<file path="src/include/ctrlPkg.sv">
/*
  Shared definitions for the processor control unit.
  Holds the field types, the ALU select and operation codes, the opcode
  map and the enums for instruction classes and sequencer states.
  Every RTL file takes what it needs through a wildcard import.
*/

package ctrlPkg;

	// ------------------------------------------------------------
	// field and value types
	// ------------------------------------------------------------
	typedef logic [3:0]  opcodeT;     // IR[3:0]
	typedef logic [3:0]  regFieldT;   // IR[7:4]
	typedef logic [15:0] cycleCountT;
	typedef logic [2:0]  aluSrcT;     // second operand select
	typedef logic [2:0]  aluOpT;

	// second ALU operand
	localparam aluSrcT srcReg       = 3'd0;
	localparam aluSrcT srcOne       = 3'd1; // pc increment
	localparam aluSrcT srcBranchImm = 3'd2;
	localparam aluSrcT srcOriImm    = 3'd3;
	localparam aluSrcT srcShiftImm  = 3'd4;

	localparam aluOpT aluAdd   = 3'd0;
	localparam aluOpT aluSub   = 3'd1;
	localparam aluOpT aluOr    = 3'd2;
	localparam aluOpT aluNand  = 3'd3;
	localparam aluOpT aluShift = 3'd4;

	// ------------------------------------------------------------
	// opcode map
	// ------------------------------------------------------------
	localparam opcodeT opLoad  = 4'b0000;
	localparam opcodeT opMisc  = 4'b0001; // stop and nop, told apart by IR[7:4]
	localparam opcodeT opStore = 4'b0010;
	localparam opcodeT opAdd   = 4'b0100;
	localparam opcodeT opBz    = 4'b0101;
	localparam opcodeT opSub   = 4'b0110;
	localparam opcodeT opNand  = 4'b1000;
	localparam opcodeT opBnz   = 4'b1001;
	localparam opcodeT opBpz   = 4'b1101;

	// shift and ori carry operand bits in the upper opcode bits
	localparam logic [2:0] shiftLowBits = 3'b011;
	localparam logic [2:0] oriLowBits   = 3'b111;

	localparam regFieldT regStop = 4'b0000;
	localparam regFieldT regNop  = 4'b1000;

	typedef enum logic [3:0] {
		clsAdd, clsSub, clsNand, clsShift, clsOri, clsLoad, clsStore,
		clsBz, clsBnz, clsBpz, clsNop, clsStop, clsIllegal
	} opClassE;

	typedef enum logic [4:0] {
		stReset, stFetch, stDecode, stAsn, stAluWrite, stShift,
		stOriRead, stOriAlu, stOriWrite, stLoadRead, stLoadWrite,
		stStore, stBpz, stBz, stBnz, stNop, stStop
	} cpuStateE;

endpackage

</file>
<file path="src/verilog/ctrlIf.sv">
/*
  Control-group buses between the control generators and the top level.
  Each generator drives its group through the source modport; the
  datapath side reads it through the sink modport.
*/
`timescale 1ns/1ps

// pc, memory and instruction register controls
interface memCtrlIf ();
	logic pcWrite;
	logic addrSel;  // 1 selects the pc as memory address
	logic memRead;
	logic memWrite;
	logic irLoad;
	logic mdrLoad;

	modport source (output pcWrite, addrSel, memRead, memWrite, irLoad, mdrLoad);
	modport sink (input pcWrite, addrSel, memRead, memWrite, irLoad, mdrLoad);
endinterface

// ALU operand, operation and result controls
interface aluCtrlIf import ctrlPkg::*; ();
	logic   alu1;
	aluSrcT alu2;
	aluOpT  aluOp;
	logic   aluOutWrite;
	logic   flagWrite;   // updates N and Z

	modport source (output alu1, alu2, aluOp, aluOutWrite, flagWrite);
	modport sink (input alu1, alu2, aluOp, aluOutWrite, flagWrite);
endinterface

// register file port selects and write controls
interface regCtrlIf ();
	logic r1Sel;
	logic r2Sel;
	logic r1r2Load;
	logic rfWrite;
	logic regIn;    // 1 writes the MDR instead of ALUout

	modport source (output r1Sel, r2Sel, r1r2Load, rfWrite, regIn);
	modport sink (input r1Sel, r2Sel, r1r2Load, rfWrite, regIn);
endinterface

</file>
<file path="src/verilog/instrDecoder.sv">
/*
  Instruction classifier.
  Maps the opcode and register field of the instruction register to one
  instruction class. The sequencer branches on it in the decode cycle
  and the ALU control uses it to pick the operation.
*/
`timescale 1ns/1ps

module instrDecoder
	import ctrlPkg::*;
(
	input  opcodeT   opcode,
	input  regFieldT regField,
	output opClassE  opClass
);

	always_comb
	begin
		// full opcodes win over the low-bit patterns
		if (opcode == opAdd)
			opClass = clsAdd;
		else if (opcode == opSub)
			opClass = clsSub;
		else if (opcode == opNand)
			opClass = clsNand;
		else if (opcode[2:0] == shiftLowBits)
			opClass = clsShift;
		else if (opcode[2:0] == oriLowBits)
			opClass = clsOri;
		else if (opcode == opLoad)
			opClass = clsLoad;
		else if (opcode == opStore)
			opClass = clsStore;
		else if (opcode == opBpz)
			opClass = clsBpz;
		else if (opcode == opBz)
			opClass = clsBz;
		else if (opcode == opBnz)
			opClass = clsBnz;
		else if (opcode == opMisc && regField == regStop)
			opClass = clsStop;
		else if (opcode == opMisc && regField == regNop)
			opClass = clsNop;
		else
			opClass = clsIllegal; // back through reset
	end

endmodule

</file>
<file path="src/verilog/cycleSequencer.sv">
/*
  Multi-cycle sequencer.
  Steps each instruction through fetch, decode and its execute cycles,
  one state per clock. Also counts cycles until the processor stops.
*/
`timescale 1ns/1ps

module cycleSequencer
	import ctrlPkg::*;
(
	input  logic       clock,
	input  logic       reset,
	input  opClassE    opClass,
	output cpuStateE   state,
	output cycleCountT cycleCount
);

	cpuStateE nextState;

	// ------------------------------------------------------------
	// next-state logic
	// ------------------------------------------------------------
	always_comb
	begin
		case (state)
			stReset:     nextState = stFetch;
			stFetch:     nextState = stDecode;
			stDecode:
			begin
				case (opClass)
					clsAdd, clsSub, clsNand: nextState = stAsn;
					clsShift: nextState = stShift;
					clsOri:   nextState = stOriRead;
					clsLoad:  nextState = stLoadRead;
					clsStore: nextState = stStore;
					clsBpz:   nextState = stBpz;
					clsBz:    nextState = stBz;
					clsBnz:   nextState = stBnz;
					clsNop:   nextState = stNop;
					clsStop:  nextState = stStop;
					default:  nextState = stReset; // undefined opcode
				endcase
			end
			stAsn:       nextState = stAluWrite;
			stShift:     nextState = stAluWrite; // shares the write cycle
			stAluWrite:  nextState = stFetch;
			stOriRead:   nextState = stOriAlu;
			stOriAlu:    nextState = stOriWrite;
			stOriWrite:  nextState = stFetch;
			stLoadRead:  nextState = stLoadWrite;
			stLoadWrite: nextState = stFetch;
			stStop:      nextState = stStop; // only reset leaves
			default:     nextState = stFetch; // store, branches, nop
		endcase
	end

	always_ff @(posedge clock or posedge reset)
	begin
		if (reset)
			state <= stReset;
		else
			state <= nextState;
	end

	// ------------------------------------------------------------
	// cycle counter, frozen in stop
	// ------------------------------------------------------------
	always_ff @(posedge clock or posedge reset)
	begin
		if (reset)
			cycleCount <= '0;
		else if (state != stStop)
			cycleCount <= cycleCount + 16'd1; // wraps at 16 bits
	end

	stopHolds: assert property (@(posedge clock) disable iff (reset)
		state == stStop |=> state == stStop)
		else $error("sequencer left stStop without reset");

	countFrozen: assert property (@(posedge clock) disable iff (reset)
		state == stStop |=> $stable(cycleCount))
		else $error("cycleCount moved while stopped");

endmodule

</file>
<file path="src/verilog/pcMemControl.sv">
/*
  Program counter and memory control generator.
  Drives the pc write, address select, memory strobes and the IR and MDR
  loads for each state, and resolves the conditional branches from the
  N and Z flags.
*/
`timescale 1ns/1ps

module pcMemControl
	import ctrlPkg::*;
(
	input  cpuStateE        state,
	input  logic            negFlag,
	input  logic            zeroFlag,
	memCtrlIf.source        mem
);

	always_comb
	begin
		mem.pcWrite  = 1'b0;
		mem.addrSel  = 1'b0;
		mem.memRead  = 1'b0;
		mem.memWrite = 1'b0;
		mem.irLoad   = 1'b0;
		mem.mdrLoad  = 1'b0;

		case (state)
			stFetch:
			begin
				mem.pcWrite = 1'b1; // pc + 1 from the ALU
				mem.addrSel = 1'b1;
				mem.memRead = 1'b1;
				mem.irLoad  = 1'b1;
			end
			stLoadRead:
			begin
				mem.memRead = 1'b1;
				mem.mdrLoad = 1'b1;
			end
			stStore:     mem.memWrite = 1'b1;
			stBpz:       mem.pcWrite = ~negFlag; // taken when not negative
			stBz:        mem.pcWrite = zeroFlag;
			stBnz:       mem.pcWrite = ~zeroFlag;
			default:     ;
		endcase

		// one memory port, one access per cycle
		memOneAccess: assert (!(mem.memRead && mem.memWrite))
			else $error("memRead and memWrite both high in %s", state.name());
	end

endmodule

</file>
<file path="src/verilog/aluControl.sv">
/*
  ALU control generator.
  Selects the ALU operands and operation per state and raises the
  ALUout and flag writes. In the add, sub and nand cycle the operation
  follows the decoded instruction class.
*/
`timescale 1ns/1ps

module aluControl
	import ctrlPkg::*;
(
	input  cpuStateE        state,
	input  opClassE         opClass,
	aluCtrlIf.source        alu
);

	always_comb
	begin
		alu.alu1        = 1'b0;
		alu.alu2        = srcReg;
		alu.aluOp       = aluAdd;
		alu.aluOutWrite = 1'b0;
		alu.flagWrite   = 1'b0;

		case (state)
			stFetch:     alu.alu2 = srcOne; // pc increment
			stAsn:
			begin
				alu.alu1        = 1'b1;
				alu.aluOutWrite = 1'b1;
				alu.flagWrite   = 1'b1;
				case (opClass)
					clsSub:  alu.aluOp = aluSub;
					clsNand: alu.aluOp = aluNand;
					default: alu.aluOp = aluAdd;
				endcase
			end
			stShift:
			begin
				alu.alu1        = 1'b1;
				alu.alu2        = srcShiftImm;
				alu.aluOp       = aluShift;
				alu.aluOutWrite = 1'b1;
				alu.flagWrite   = 1'b1;
			end
			stOriAlu:
			begin
				alu.alu1        = 1'b1;
				alu.alu2        = srcOriImm;
				alu.aluOp       = aluOr;
				alu.aluOutWrite = 1'b1;
				alu.flagWrite   = 1'b1;
			end
			stLoadWrite: alu.aluOutWrite = 1'b1;
			stBpz, stBz, stBnz, stNop, stStop:
				alu.alu2 = srcBranchImm; // pc + offset
			default:     ;
		endcase

		flagNeedsResult: assert (!alu.flagWrite || alu.aluOutWrite)
			else $error("flagWrite without aluOutWrite in %s", state.name());
	end

endmodule

</file>
<file path="src/verilog/regFileControl.sv">
/*
  Register file control generator.
  Raises the operand register loads, the R1 port select and the register
  file write, and picks MDR or ALUout as write data.
*/
`timescale 1ns/1ps

module regFileControl
	import ctrlPkg::*;
(
	input  cpuStateE        state,
	regCtrlIf.source        regs
);

	always_comb
	begin
		regs.r1Sel    = 1'b0;
		regs.r2Sel    = 1'b0; // no scalar state uses it
		regs.r1r2Load = 1'b0;
		regs.rfWrite  = 1'b0;
		regs.regIn    = 1'b0;

		case (state)
			stDecode:    regs.r1r2Load = 1'b1; // operands for cycle 3
			stOriRead:
			begin
				regs.r1r2Load = 1'b1;
				regs.r1Sel    = 1'b1; // ori works on the fixed register
			end
			stOriWrite:
			begin
				regs.rfWrite = 1'b1;
				regs.r1Sel   = 1'b1;
			end
			stAluWrite:  regs.rfWrite = 1'b1;
			stLoadWrite:
			begin
				regs.rfWrite = 1'b1;
				regs.regIn   = 1'b1; // write back from the MDR
			end
			default:     ;
		endcase
	end

endmodule

</file>
<file path="src/verilog/controlUnit.sv">
/*
  Control unit top level.
  Connects the decoder, the sequencer and the three control generators
  and brings the control groups out as plain ports for the datapath.
*/
`timescale 1ns/1ps

module controlUnit
	import ctrlPkg::*;
(
	input  logic       clock,
	input  logic       reset,
	input  opcodeT     instr,
	input  regFieldT   instrRegs,
	input  logic       negFlag,
	input  logic       zeroFlag,
	output logic       pcWrite,
	output logic       addrSel,
	output logic       memRead,
	output logic       memWrite,
	output logic       irLoad,
	output logic       mdrLoad,
	output logic       r1Sel,
	output logic       r2Sel,
	output logic       r1r2Load,
	output logic       rfWrite,
	output logic       regIn,
	output logic       alu1,
	output logic       aluOutWrite,
	output logic       flagWrite,
	output aluSrcT     alu2,
	output aluOpT      aluOp,
	output cycleCountT cycleCount
);

	opClassE  opClass;
	cpuStateE state;

	memCtrlIf memBus ();
	aluCtrlIf aluBus ();
	regCtrlIf regBus ();

	// ------------------------------------------------------------
	// decode and sequencing
	// ------------------------------------------------------------
	instrDecoder u_instrDecoder (.opcode(instr), .regField(instrRegs), .opClass(opClass));

	cycleSequencer u_cycleSequencer (
		.clock(clock), .reset(reset), .opClass(opClass),
		.state(state), .cycleCount(cycleCount)
	);

	// ------------------------------------------------------------
	// control generators, one per datapath section
	// ------------------------------------------------------------
	pcMemControl u_pcMemControl (
		.state(state), .negFlag(negFlag), .zeroFlag(zeroFlag), .mem(memBus.source)
	);
	aluControl u_aluControl (.state(state), .opClass(opClass), .alu(aluBus.source));
	regFileControl u_regFileControl (.state(state), .regs(regBus.source));

	// flatten the groups onto the datapath ports
	assign pcWrite     = memBus.pcWrite;
	assign addrSel     = memBus.addrSel;
	assign memRead     = memBus.memRead;
	assign memWrite    = memBus.memWrite;
	assign irLoad      = memBus.irLoad;
	assign mdrLoad     = memBus.mdrLoad;
	assign alu1        = aluBus.alu1;
	assign alu2        = aluBus.alu2;
	assign aluOp       = aluBus.aluOp;
	assign aluOutWrite = aluBus.aluOutWrite;
	assign flagWrite   = aluBus.flagWrite;
	assign r1Sel       = regBus.r1Sel;
	assign r2Sel       = regBus.r2Sel;
	assign r1r2Load    = regBus.r1r2Load;
	assign rfWrite     = regBus.rfWrite;
	assign regIn       = regBus.regIn;

endmodule

</file>
<file path="config.mk">
export PLATFORM = sky130hd
export DESIGN_NAME = controlUnit
export DESIGN_NICKNAME = d
export VERILOG_FILES = /design/src/include/ctrlPkg.sv /design/src/verilog/ctrlIf.sv /design/src/verilog/instrDecoder.sv /design/src/verilog/cycleSequencer.sv /design/src/verilog/pcMemControl.sv /design/src/verilog/aluControl.sv /design/src/verilog/regFileControl.sv /design/src/verilog/controlUnit.sv
export SDC_FILE = /design/constraint.sdc
export NUM_CORES = 1
export LEC_CHECK = 0
export ABC_CLOCK_PERIOD_IN_PS = 1800
export BUFFER_PORTS_ARGS = -buffer_cell sky130_fd_sc_hd__buf_2
export CORE_MARGIN = 1.5
export CORE_UTILIZATION = 47
export DETAILED_ROUTE_END_ITERATION = 6
export GPL_TIMING_DRIVEN = 0
export MAX_ROUTING_LAYER = met4
export PLACE_DENSITY_LB_ADDON = 0.12
export SLEW_MARGIN = 5
export SYNTH_ARGS = -nofsm -noshare
export SYNTH_HDL_FRONTEND = slang
export SYNTH_SLANG_ARGS = --single-unit
</file>
<file path="constraint.sdc">
create_clock -name clock -period 1.8 [get_ports clock]
set_input_delay 0.27 -clock clock [delete_from_list [all_inputs] [get_ports clock]]
set_output_delay 0.27 -clock clock [all_outputs]
set_load 0.03 [all_outputs]
</file>
---- Word level (Yosys, flattened, before mapping) ----
Memories as Yosys holds them, arrays and structs flattened.
Index checks and enable logic that the tools add are counted.
operators by class
  reductions and logical operators ........ 12
  bitwise gates (word level) .............. 2
  eq/ne operators ......................... 30
  add/subtract/negate cells ............... 1
  multiplexer cells ....................... 27
operator list
  kind                                           count
  2-to-1 mux 4 bit                               11
  == test 5 x 4 -> 1 bit, second input constant  8
  one-hot mux 5 bit (7 select lines)             1
  == test 5 x 3 -> 1 bit, second input constant  4
  adder 16 x 1 -> 16 bit, second input constant  1
  == test 4 bit, second input constant           4
  == test 4 x 3 -> 1 bit, second input constant  3
  one-hot mux 3 bit (4 select lines)             1
  == test 5 x 2 -> 1 bit, second input constant  2
  2-to-1 mux 1 bit                               10
  one-hot mux 3 bit (3 select lines)             1
  == test 4 x 1 -> 1 bit, second input constant  2
  == test 4 x 2 -> 1 bit, second input constant  2
  logical NOT 4 bit                              2
  OR reduction 2 bit                             4
  OR reduction 3 bit                             2
  == test 5 x 1 -> 1 bit, second input constant  1
  == test 5 bit, second input constant           1
  inequality test 5 bit, second input constant   1
  OR reduction 5 bit                             1
  one-hot mux 1 bit (4 select lines)             1
  one-hot mux 2 bit (2 select lines)             1
  OR reduction 4 bit                             1
  == test 3 x 2 -> 1 bit, second input constant  1
  4 further kinds                                6
word-level totals
  memories ................................ 1
  ROM bits ................................ 80
  bits in registers ....................... 21
memories
  name              depth  width  read ports  clocked after memory_dff  write ports  RTL line              text
  (name not given)  16     5      1           0                         0            cycleSequencer.sv:30  case (opClass)

---- Depth between registers and ports, before layout ----
Gate-level depths: netlist of run 1.
  depth in word-level cells ............... 17
  mapped depth ............................ 10
  depth with buffers taken out ............ 9

---- Cells and area by module ----
A second synthesis of run 1 with hierarchy kept.
unflattened totals
  cell total of the unflattened synthesis .. 181
  area total of the unflattened synthesis .. 1636.6 sq um
modules (own cells, without submodules)
  module          area an instance (sq um)  instances  cells each
  cycleSequencer  1159.9                    1          107
  instrDecoder    168.9                     1          27
  aluControl      150.1                     1          25
  pcMemControl    82.6                      1          11
  regFileControl  75.1                      1          11

---- Least setup slack after synthesis of run 1 ----
Ideal clock, no wire load.
  kind .................................... in2out
  start ................................... input port instr[0]
  end ..................................... output port aluOp[1]
  buffers on the path ..................... 1
  setup slack ............................. -0.658 ns
  stages on the path ...................... 7
  data arrival time ....................... 2.188 ns
  cell sequence ........................... buf_6 > or3b_4 > a31oi_1 > a21o_1 > ha_1 > o21ai_1 > a2111oi_2
on the way
  longest elaborated chain between the ends .. 17
  elaborated cells between the ends (all ways) .. 29
  classes of those cells .................. 12 x eq/ne; 14 x mux; 3 x reduce/logical
RTL lines
  element                                                           RTL line                                text
  start: declaration                                                controlUnit.sv:13                       input opcodeT instr,
  == test 4 x 1 -> 1 bit                                            instrDecoder.sv:40, instrDecoder.sv:42
  logical AND 1 bit                                                 instrDecoder.sv:42                      else if (opcode == opMisc && regField == regNop)
  2-to-1 mux 3 bit                                                  instrDecoder.sv:42
  2-to-1 mux 4 bit                                                  instrDecoder.sv:40                      else if (opcode == opMisc && regField == regStop)
  2-to-1 mux 4 bit                                                  instrDecoder.sv:38                      else if (opcode == opBnz)
  2-to-1 mux 4 bit                                                  instrDecoder.sv:36                      else if (opcode == opBz)
  2-to-1 mux 4 bit                                                  instrDecoder.sv:34                      else if (opcode == opBpz)
  2-to-1 mux 4 bit                                                  instrDecoder.sv:32                      else if (opcode == opStore)
  2-to-1 mux 4 bit                                                  instrDecoder.sv:30                      else if (opcode == opLoad)
  2-to-1 mux 4 bit                                                  instrDecoder.sv:28                      else if (opcode[2:0] == oriLowBits)
  2-to-1 mux 4 bit                                                  instrDecoder.sv:26                      else if (opcode[2:0] == shiftLowBits)
  2-to-1 mux 4 bit                                                  instrDecoder.sv:24                      else if (opcode == opNand)
  2-to-1 mux 4 bit                                                  instrDecoder.sv:22                      else if (opcode == opSub)
  2-to-1 mux 4 bit (*)                                              instrDecoder.sv:20                      if (opcode == opAdd)
  == test 4 x 2 -> 1 bit or == test 4 x 1 -> 1 bit (tied branches)  aluControl.sv:32                        case (opClass)
  one-hot mux 2 bit (2 select lines) (*)                            aluControl.sv:32
  one-hot mux 3 bit (3 select lines) (*)                            aluControl.sv:25                        case (state)
  end: declaration                                                  controlUnit.sv:32                       output aluOpT aluOp,
Every way passes the cells marked *; elsewhere a longest branch is shown, timed or not.

---- Worst setup path after layout of run 1 ----
Same ends and word-level chain as after synthesis.

==> results.toml, run 1 <==
[sta]
finalWorstPathRequiredPeriod_ns = 2.19
worst_pin_slew_ns = 0.765
skew_ns = 0.00508
rsz0062_at_grt = "yes"
final-max-slew-violation-count = 0
slew_headroom_pct = 48.9
setup_total_negative_slack_ns = -1.50
finalSetupViolations = 14
fin_ws_ns = -0.385
timing.hold.ws_ns = 0.0831
fmax_mhz = 458
finalHoldViolations = 0
layout_worst_path_cycle_share_pct = 121

[clocking]
cts_htree_levels = 1
max-clock-path-buffers = 2
worst_skew_pair.late_latency_ns = 0.30
cts.sinks = 21
cts_hold_buf = 0
cts.clk_slew.worst_paths_ns = 0.12
clock_tree.root_cell = "clkbuf_4"
cts_tree = "yes"
numCtsBuffers = 3

[place]
preCtsSetupSlack_ns = -0.586
placed_cell_area_um2 = 2080
portBuffers = 45
globalplace.congestion = 0.877
detailed_place_hpwl_mm = 2.99

[setup_path]
cell_family_contributing_the_most_delay_on_the_critical_path = "compound AO/OA/AOI/OAI gates"
critPathKind = "in2out"
cp-end-kind = "output port"
path_cells = "buf_8 > or3b_4 > a31oi_4 > a21o_1 > ha_4 > o21ai_4 > a2111oi_4 > buf_4"
startpoint_type = "input pin"
timing.critical_path.slowest_cell_delay_ns = 0.42
crit_slowest_cell = "or3b_4"
critPathBufInv = 2
worstPathRequired_ns = 1.53
timing.critical_path.fanout_max = 4
worst_path_arrival_time_ns = 1.92

[synth]
synth_nets = 216
postSynthAreaPerCell_um2 = 8.63
yosys.area.top_type = "dfrtp_1"
synth-seq-cells = 21
synth.yosys.seq_area_share_pct = 30.9
synth_enable_flop_cells = 0
synth_top_flop_cell = "dfrtp_1"
ys_top_cells_by_area = "dfrtp_1, xnor2_1, ha_1, a21oi_1, nor2_1"
synthesis.yosys.warnings = 0
netlist.area_leader.share_pct = 30.9
summed_instance_area_of_the_synthesized_netlist_um2 = 1700
ys_async_sr_fraction_pct = 100
syn_inst = 197
ys_types = 56

[routing]
avgRoutedWirePerCell_um = 16.9
drtIter0Drc = 122
vias_per_cell = 5.93
drt_drc = 0
post_route_ant_nets = 0
routed_wl_mm = 5.36
drt_first_pass_iters = 4
num_vias = 1879

[floorplanning]
placementRows = 21
num_io_pins = 48
die_height_um = 63.2
design.die.area_um2 = 3990
die_x_um = 63.2
design.core.area_um2 = 3420
floorplan.initialDensity_pct = 49.8

[global_route]
largest_net_degree_at_the_start_of_global_routing = 22
grt_overflow = 0
grt_first_pass_wirelength_mm = 7.69
number_of_global_route_vias_before_repair = 1718
groute.usage.overall_pct = 24.3
grt_antenna_before_repair = 0

[min_path]
hold_path.class = "in2async"

[run_status]
failing_checks = "negative setup slack"
run_status = "finished, violations left"

[power]
power.leakage_uw = 0.00119
ir_drop_v = 0.000958
power-per-cell-area_nw_per_um2 = 1280

[finish]
antennaDiodeCount = 0
layout.filler_cells = 207
final_layout_size_suffix_gt1_share_pct = 55.4
nNetsFinal = 291
layout.cell_area.non_filler_um2 = 2760
syn2layout_area_growth_pct = 62.5

[flow_run]
max-cap-violations = 0
kinds of logic (layout without fill, tap and decap cells):
family	Yosys count	after routing	share of synthesized area, %
AND/OR/NAND/NOR	74	74	24.4
flip-flops	21	21	30.9
buffers and inverters	23	97	6.77
multiplexers	2	2	1.25
other	1	1	0.221
adder cells (fa/ha/maj)	7	7	5.15
XOR/XNOR	16	16	8.24
AO/OA/AOI/OAI	53	53	23.0
metal layers:
layer  wire length [µm]  GRT usage [%]
met1               2170           30.0
met2               2770           42.4
met3                248           1.25
met4                176           8.61
met5                  0              -
state kept, by name, summed over array words and instances (netlist names):
name                         count
u_cycleSequencer.cycleCount     16
u_cycleSequencer.state           5
timing repair:
item / 4_1_cts / 5_1_grt
buffers inserted: 21 / 10
setup endpoints to repair: 22 / 22
pin swaps: 11 / 20
gates resized for setup: 66 / 62
gates cloned: 0 / 1
endpoints found under the hold margin: 0 / 0
layout make-up:
| class | instances | area [µm²] | area share, % |
|---|---|---|---|
| buffer | 11 | 90.1 | 3.26 |
| clock buffer | 4 | 26.3 | 0.951 |
| inverter | 7 | 32.5 | 1.18 |
| multi-input combinational | 153 | 1390 | 50.5 |
| sequential | 21 | 528 | 19.1 |
| tap | 46 | 57.6 | 2.08 |
| timing repair buffer | 75 | 634 | 23.0 |
metrics by stage:
| stage | total power, µW | instances | utilization [%] |
|---|---|---|---|
| 2_1_floorplan | 2050 | 197 | - |
| 3_3_place_gp | 2440 | 288 | 60.8 |
| 5_1_grt | 3720 | 317 | 80.9 |
| 6_report | 3530 | 317 | 80.9 |
| 3_5_place_dp | 2460 | 288 | 60.8 |
| 4_1_cts | 3130 | 311 | 72.6 |
worst paths after layout:
path,start,to,slack [ns],cells after the start
setup / recovery,instr[0],aluOp[1],-0.39,8
hold / removal,reset,u_cycleSequencer.cycleCount[2],0.08,2
setup reg to reg,u_cycleSequencer.state[4],u_cycleSequencer.cycleCount[10],0.07,7
hold reg to reg,u_cycleSequencer.cycleCount[15],u_cycleSequencer.cycleCount[15],0.49,1
max in group asynchronous,reset,u_cycleSequencer.state[4],1.19,2
min in group clock,u_cycleSequencer.cycleCount[15],u_cycleSequencer.cycleCount[15],0.49,1
power by group:
| group | internal [µW] | switching (µW) |
|---|---|---|
| sequential | 597 | 163 |
| clock | 86.3 | 141 |
| combinational | 1080 | 1470 |
| total | 1760 | 1780 |
cell usage after synthesis (4+ instances only):
master / n
buf_4: 4
buf_2: 5
xor2_1: 4
dfrtp_1: 21
a21oi_1: 12
ha_1: 7
clkbuf_1: 5
nand2b_1: 4
a211oi_1: 6
nand4_1: 6
xnor2_1: 12
nor3_1: 8
inv_1: 7
nand3_1: 6
nor2_1: 16
o21ai_0: 7
nand3b_1: 4
nand2_1: 10
cell usage in the layout, fill, tap and decap left out, types with 4 or more instances in the layout:
cell	instances
buf_4	33
buf_2	24
buf_6	23
dfrtp_1	19
xnor2_1	12
a21oi_1	9
nor2_4	8
nand4_1	6
nand2_1	6
nor2_1	6
nand3_1	5
inv_1	5
o21ai_0	5
xor2_1	4
clkbuf_4	4
a21oi_2	4
nand3b_1	4
nor3_2	4
ha_1	4
No activity file was read; power rests on OpenSTA's default activity.
==> run 2: changes to the inputs <==
- CELL_PAD_IN_SITES_DETAIL_PLACEMENT: not set -> 0
- CELL_PAD_IN_SITES_GLOBAL_PLACEMENT: not set -> 1
- CORE_UTILIZATION: 47 -> 35
- SETUP_SLACK_MARGIN: not set -> 0.5
==> run 2 against run 1 <==
  * The run still ends with negative setup slack left
  * First-iteration DRC count fell by 62%
  * Clock-buffer cell count shrank 1
  * Wire length up 4.2%
  * Global-route usage shrank 2.7 points
  * Via count rose by 1.3%
  * Critical path type unchanged
  * Largest cell class unchanged
==> results.toml, run 2 (synthesis results as in run 1) <==
[place]
detailed_place_hpwl_mm = 3.29
portBuffers = 45
globalplace.congestion = 0.792

[global_route]
grt_antenna_before_repair = 0
number_of_global_route_vias_before_repair = 1882
groute.usage.overall_pct = 21.6
grt_first_pass_wirelength_mm = 8.92
largest_net_degree_at_the_start_of_global_routing = 22
grt_overflow = 0

[sta]
layout_worst_path_cycle_share_pct = 123
rsz0062_at_grt = "yes"
finalSetupViolations = 13
skew_ns = 0.00661
fmax_mhz = 451
finalWorstPathRequiredPeriod_ns = 2.22
finalHoldViolations = 0
timing.hold.ws_ns = 0.150
slew_headroom_pct = 47.6
fin_ws_ns = -0.416
final-max-slew-violation-count = 0
worst_pin_slew_ns = 0.785

[clocking]
cts.clk_slew.worst_paths_ns = 0.08
clock_tree.root_cell = "clkbuf_8"
max-clock-path-buffers = 2
cts.sinks = 21
cts_htree_levels = 1
numCtsBuffers = 3
cts_hold_buf = 0
cts_tree = "yes"
worst_skew_pair.late_latency_ns = 0.26

[floorplanning]
design.core.area_um2 = 4690
num_io_pins = 48
placementRows = 25
floorplan.initialDensity_pct = 36.2
design.die.area_um2 = 5290
die_x_um = 72.7
die_height_um = 72.7

[finish]
most_frequent_standard_cell_in_the_layout_excluding_fill_and_tap_cells = "buf_6"
largest_register_ffs = 16
final_layout_size_suffix_gt1_share_pct = 69.2
top_regs = "u_cycleSequencer.cycleCount (16), u_cycleSequencer.state (5)"
antennaDiodeCount = 0
syn2layout_area_growth_pct = 96.2
most-common-layout-cells = "buf_6, buf_4, buf_2, dfrtp_2, xnor2_1"
register_containing_the_most_flip_flops_in_the_final_layout = "u_cycleSequencer.cycleCount"
postLayoutCoreUtil_pct = 71.1
nNetsFinal = 315

[flow_run]
max-cap-violations = 0

[routing]
avgRoutedWirePerCell_um = 16.0
routed_wl_mm = 5.59
post_route_ant_nets = 0
vias_per_cell = 5.46
num_vias = 1904
drtIter0Drc = 46
drt_first_pass_iters = 4
drt_drc = 0

[setup_path]
timing.critical_path.fanout_max = 5
path_cells = "buf_6 > buf_8 > or3b_4 > a31oi_4 > a21o_1 > ha_4 > o21ai_2 > a2111oi_4 > buf_4"
timing.critical_path.slowest_cell_delay_ns = 0.39
worstPathRequired_ns = 1.53
critPathKind = "in2out"
critPathBufInv = 3
cell_family_contributing_the_most_delay_on_the_critical_path = "compound AO/OA/AOI/OAI gates"
cp-end-kind = "output port"
worst_path_arrival_time_ns = 1.95
crit_slowest_cell = "or3b_4"
startpoint_type = "input pin"

[power]
ir_drop_v = 0.00104
power.total_uw = 4420
power.leakage_uw = 0.00139
power-per-cell-area_nw_per_um2 = 1320

[run_status]
run_status = "finished, violations left"
failing_checks = "negative setup slack"

[min_path]
hold_path.class = "in2async"
[run 2: where the power goes]
group          leakage [µW]  switching, µW  total [µW]  internal (µW)
Clock             0.0000255            155         309            154
Sequential         0.000255            190         808            617
Combinational       0.00111           1740        3300           1560
[run 2: cell type report]
cell class                      count  area, µm²
Timing Repair Buffer               94        825
Clock inverter                      1       5.00
Buffer                             16        208
Multi-Input combinational cell    153       1600
Clock buffer                        3       41.3
Inverter                            7       42.5
Sequential cell                    21        543
Fill cell                         320       1360
Tap cell                           54       67.6
[run 2: through the flow]
step	TNS (ns)	instance area [µm²]	setup slack [ns]	cells
floorplan	-0.570	2160	-0.296	197
global placement	-2.15	2450	-0.519	296
detailed placement	-2.10	2450	-0.500	296
CTS	-1.18	3170	-0.412	335
global route	-2.84	3340	-0.481	349
finish	-1.84	3340	-0.416	349
[run 2: routing by layer]
metal	vias up	share of wire (%)	global-route usage, %
met3	9	2.8	1.24
met1	931	43	27.2
met2	53	53	37.3
met4	0	1.4	6.71
met5	-	0	-
li1	911	-	-
[run 2: repair_timing]
action | in CTS | in global routing
pin swaps | 38 | 25
hold endpoints to repair | 0 | 0
endpoints found under the setup margin | 40 | 39
buffers inserted | 35 | 14
resized for setup | 90 | 13
[run 2: worst paths after layout]
check | startpoint | endpoint | slack, ns | cells after the start
max reg2reg | u_cycleSequencer.state[4] | u_cycleSequencer.state[3] | 0.11 | 8
min in group clock | u_cycleSequencer.cycleCount[15] | u_cycleSequencer.cycleCount[15] | 0.46 | 1
min reg2reg | u_cycleSequencer.cycleCount[15] | u_cycleSequencer.cycleCount[15] | 0.46 | 1
max in group asynchronous | reset | u_cycleSequencer.cycleCount[5] | 1.11 | 2
max | instr[0] | aluOp[1] | -0.42 | 9
min | reset | u_cycleSequencer.cycleCount[4] | 0.15 | 2
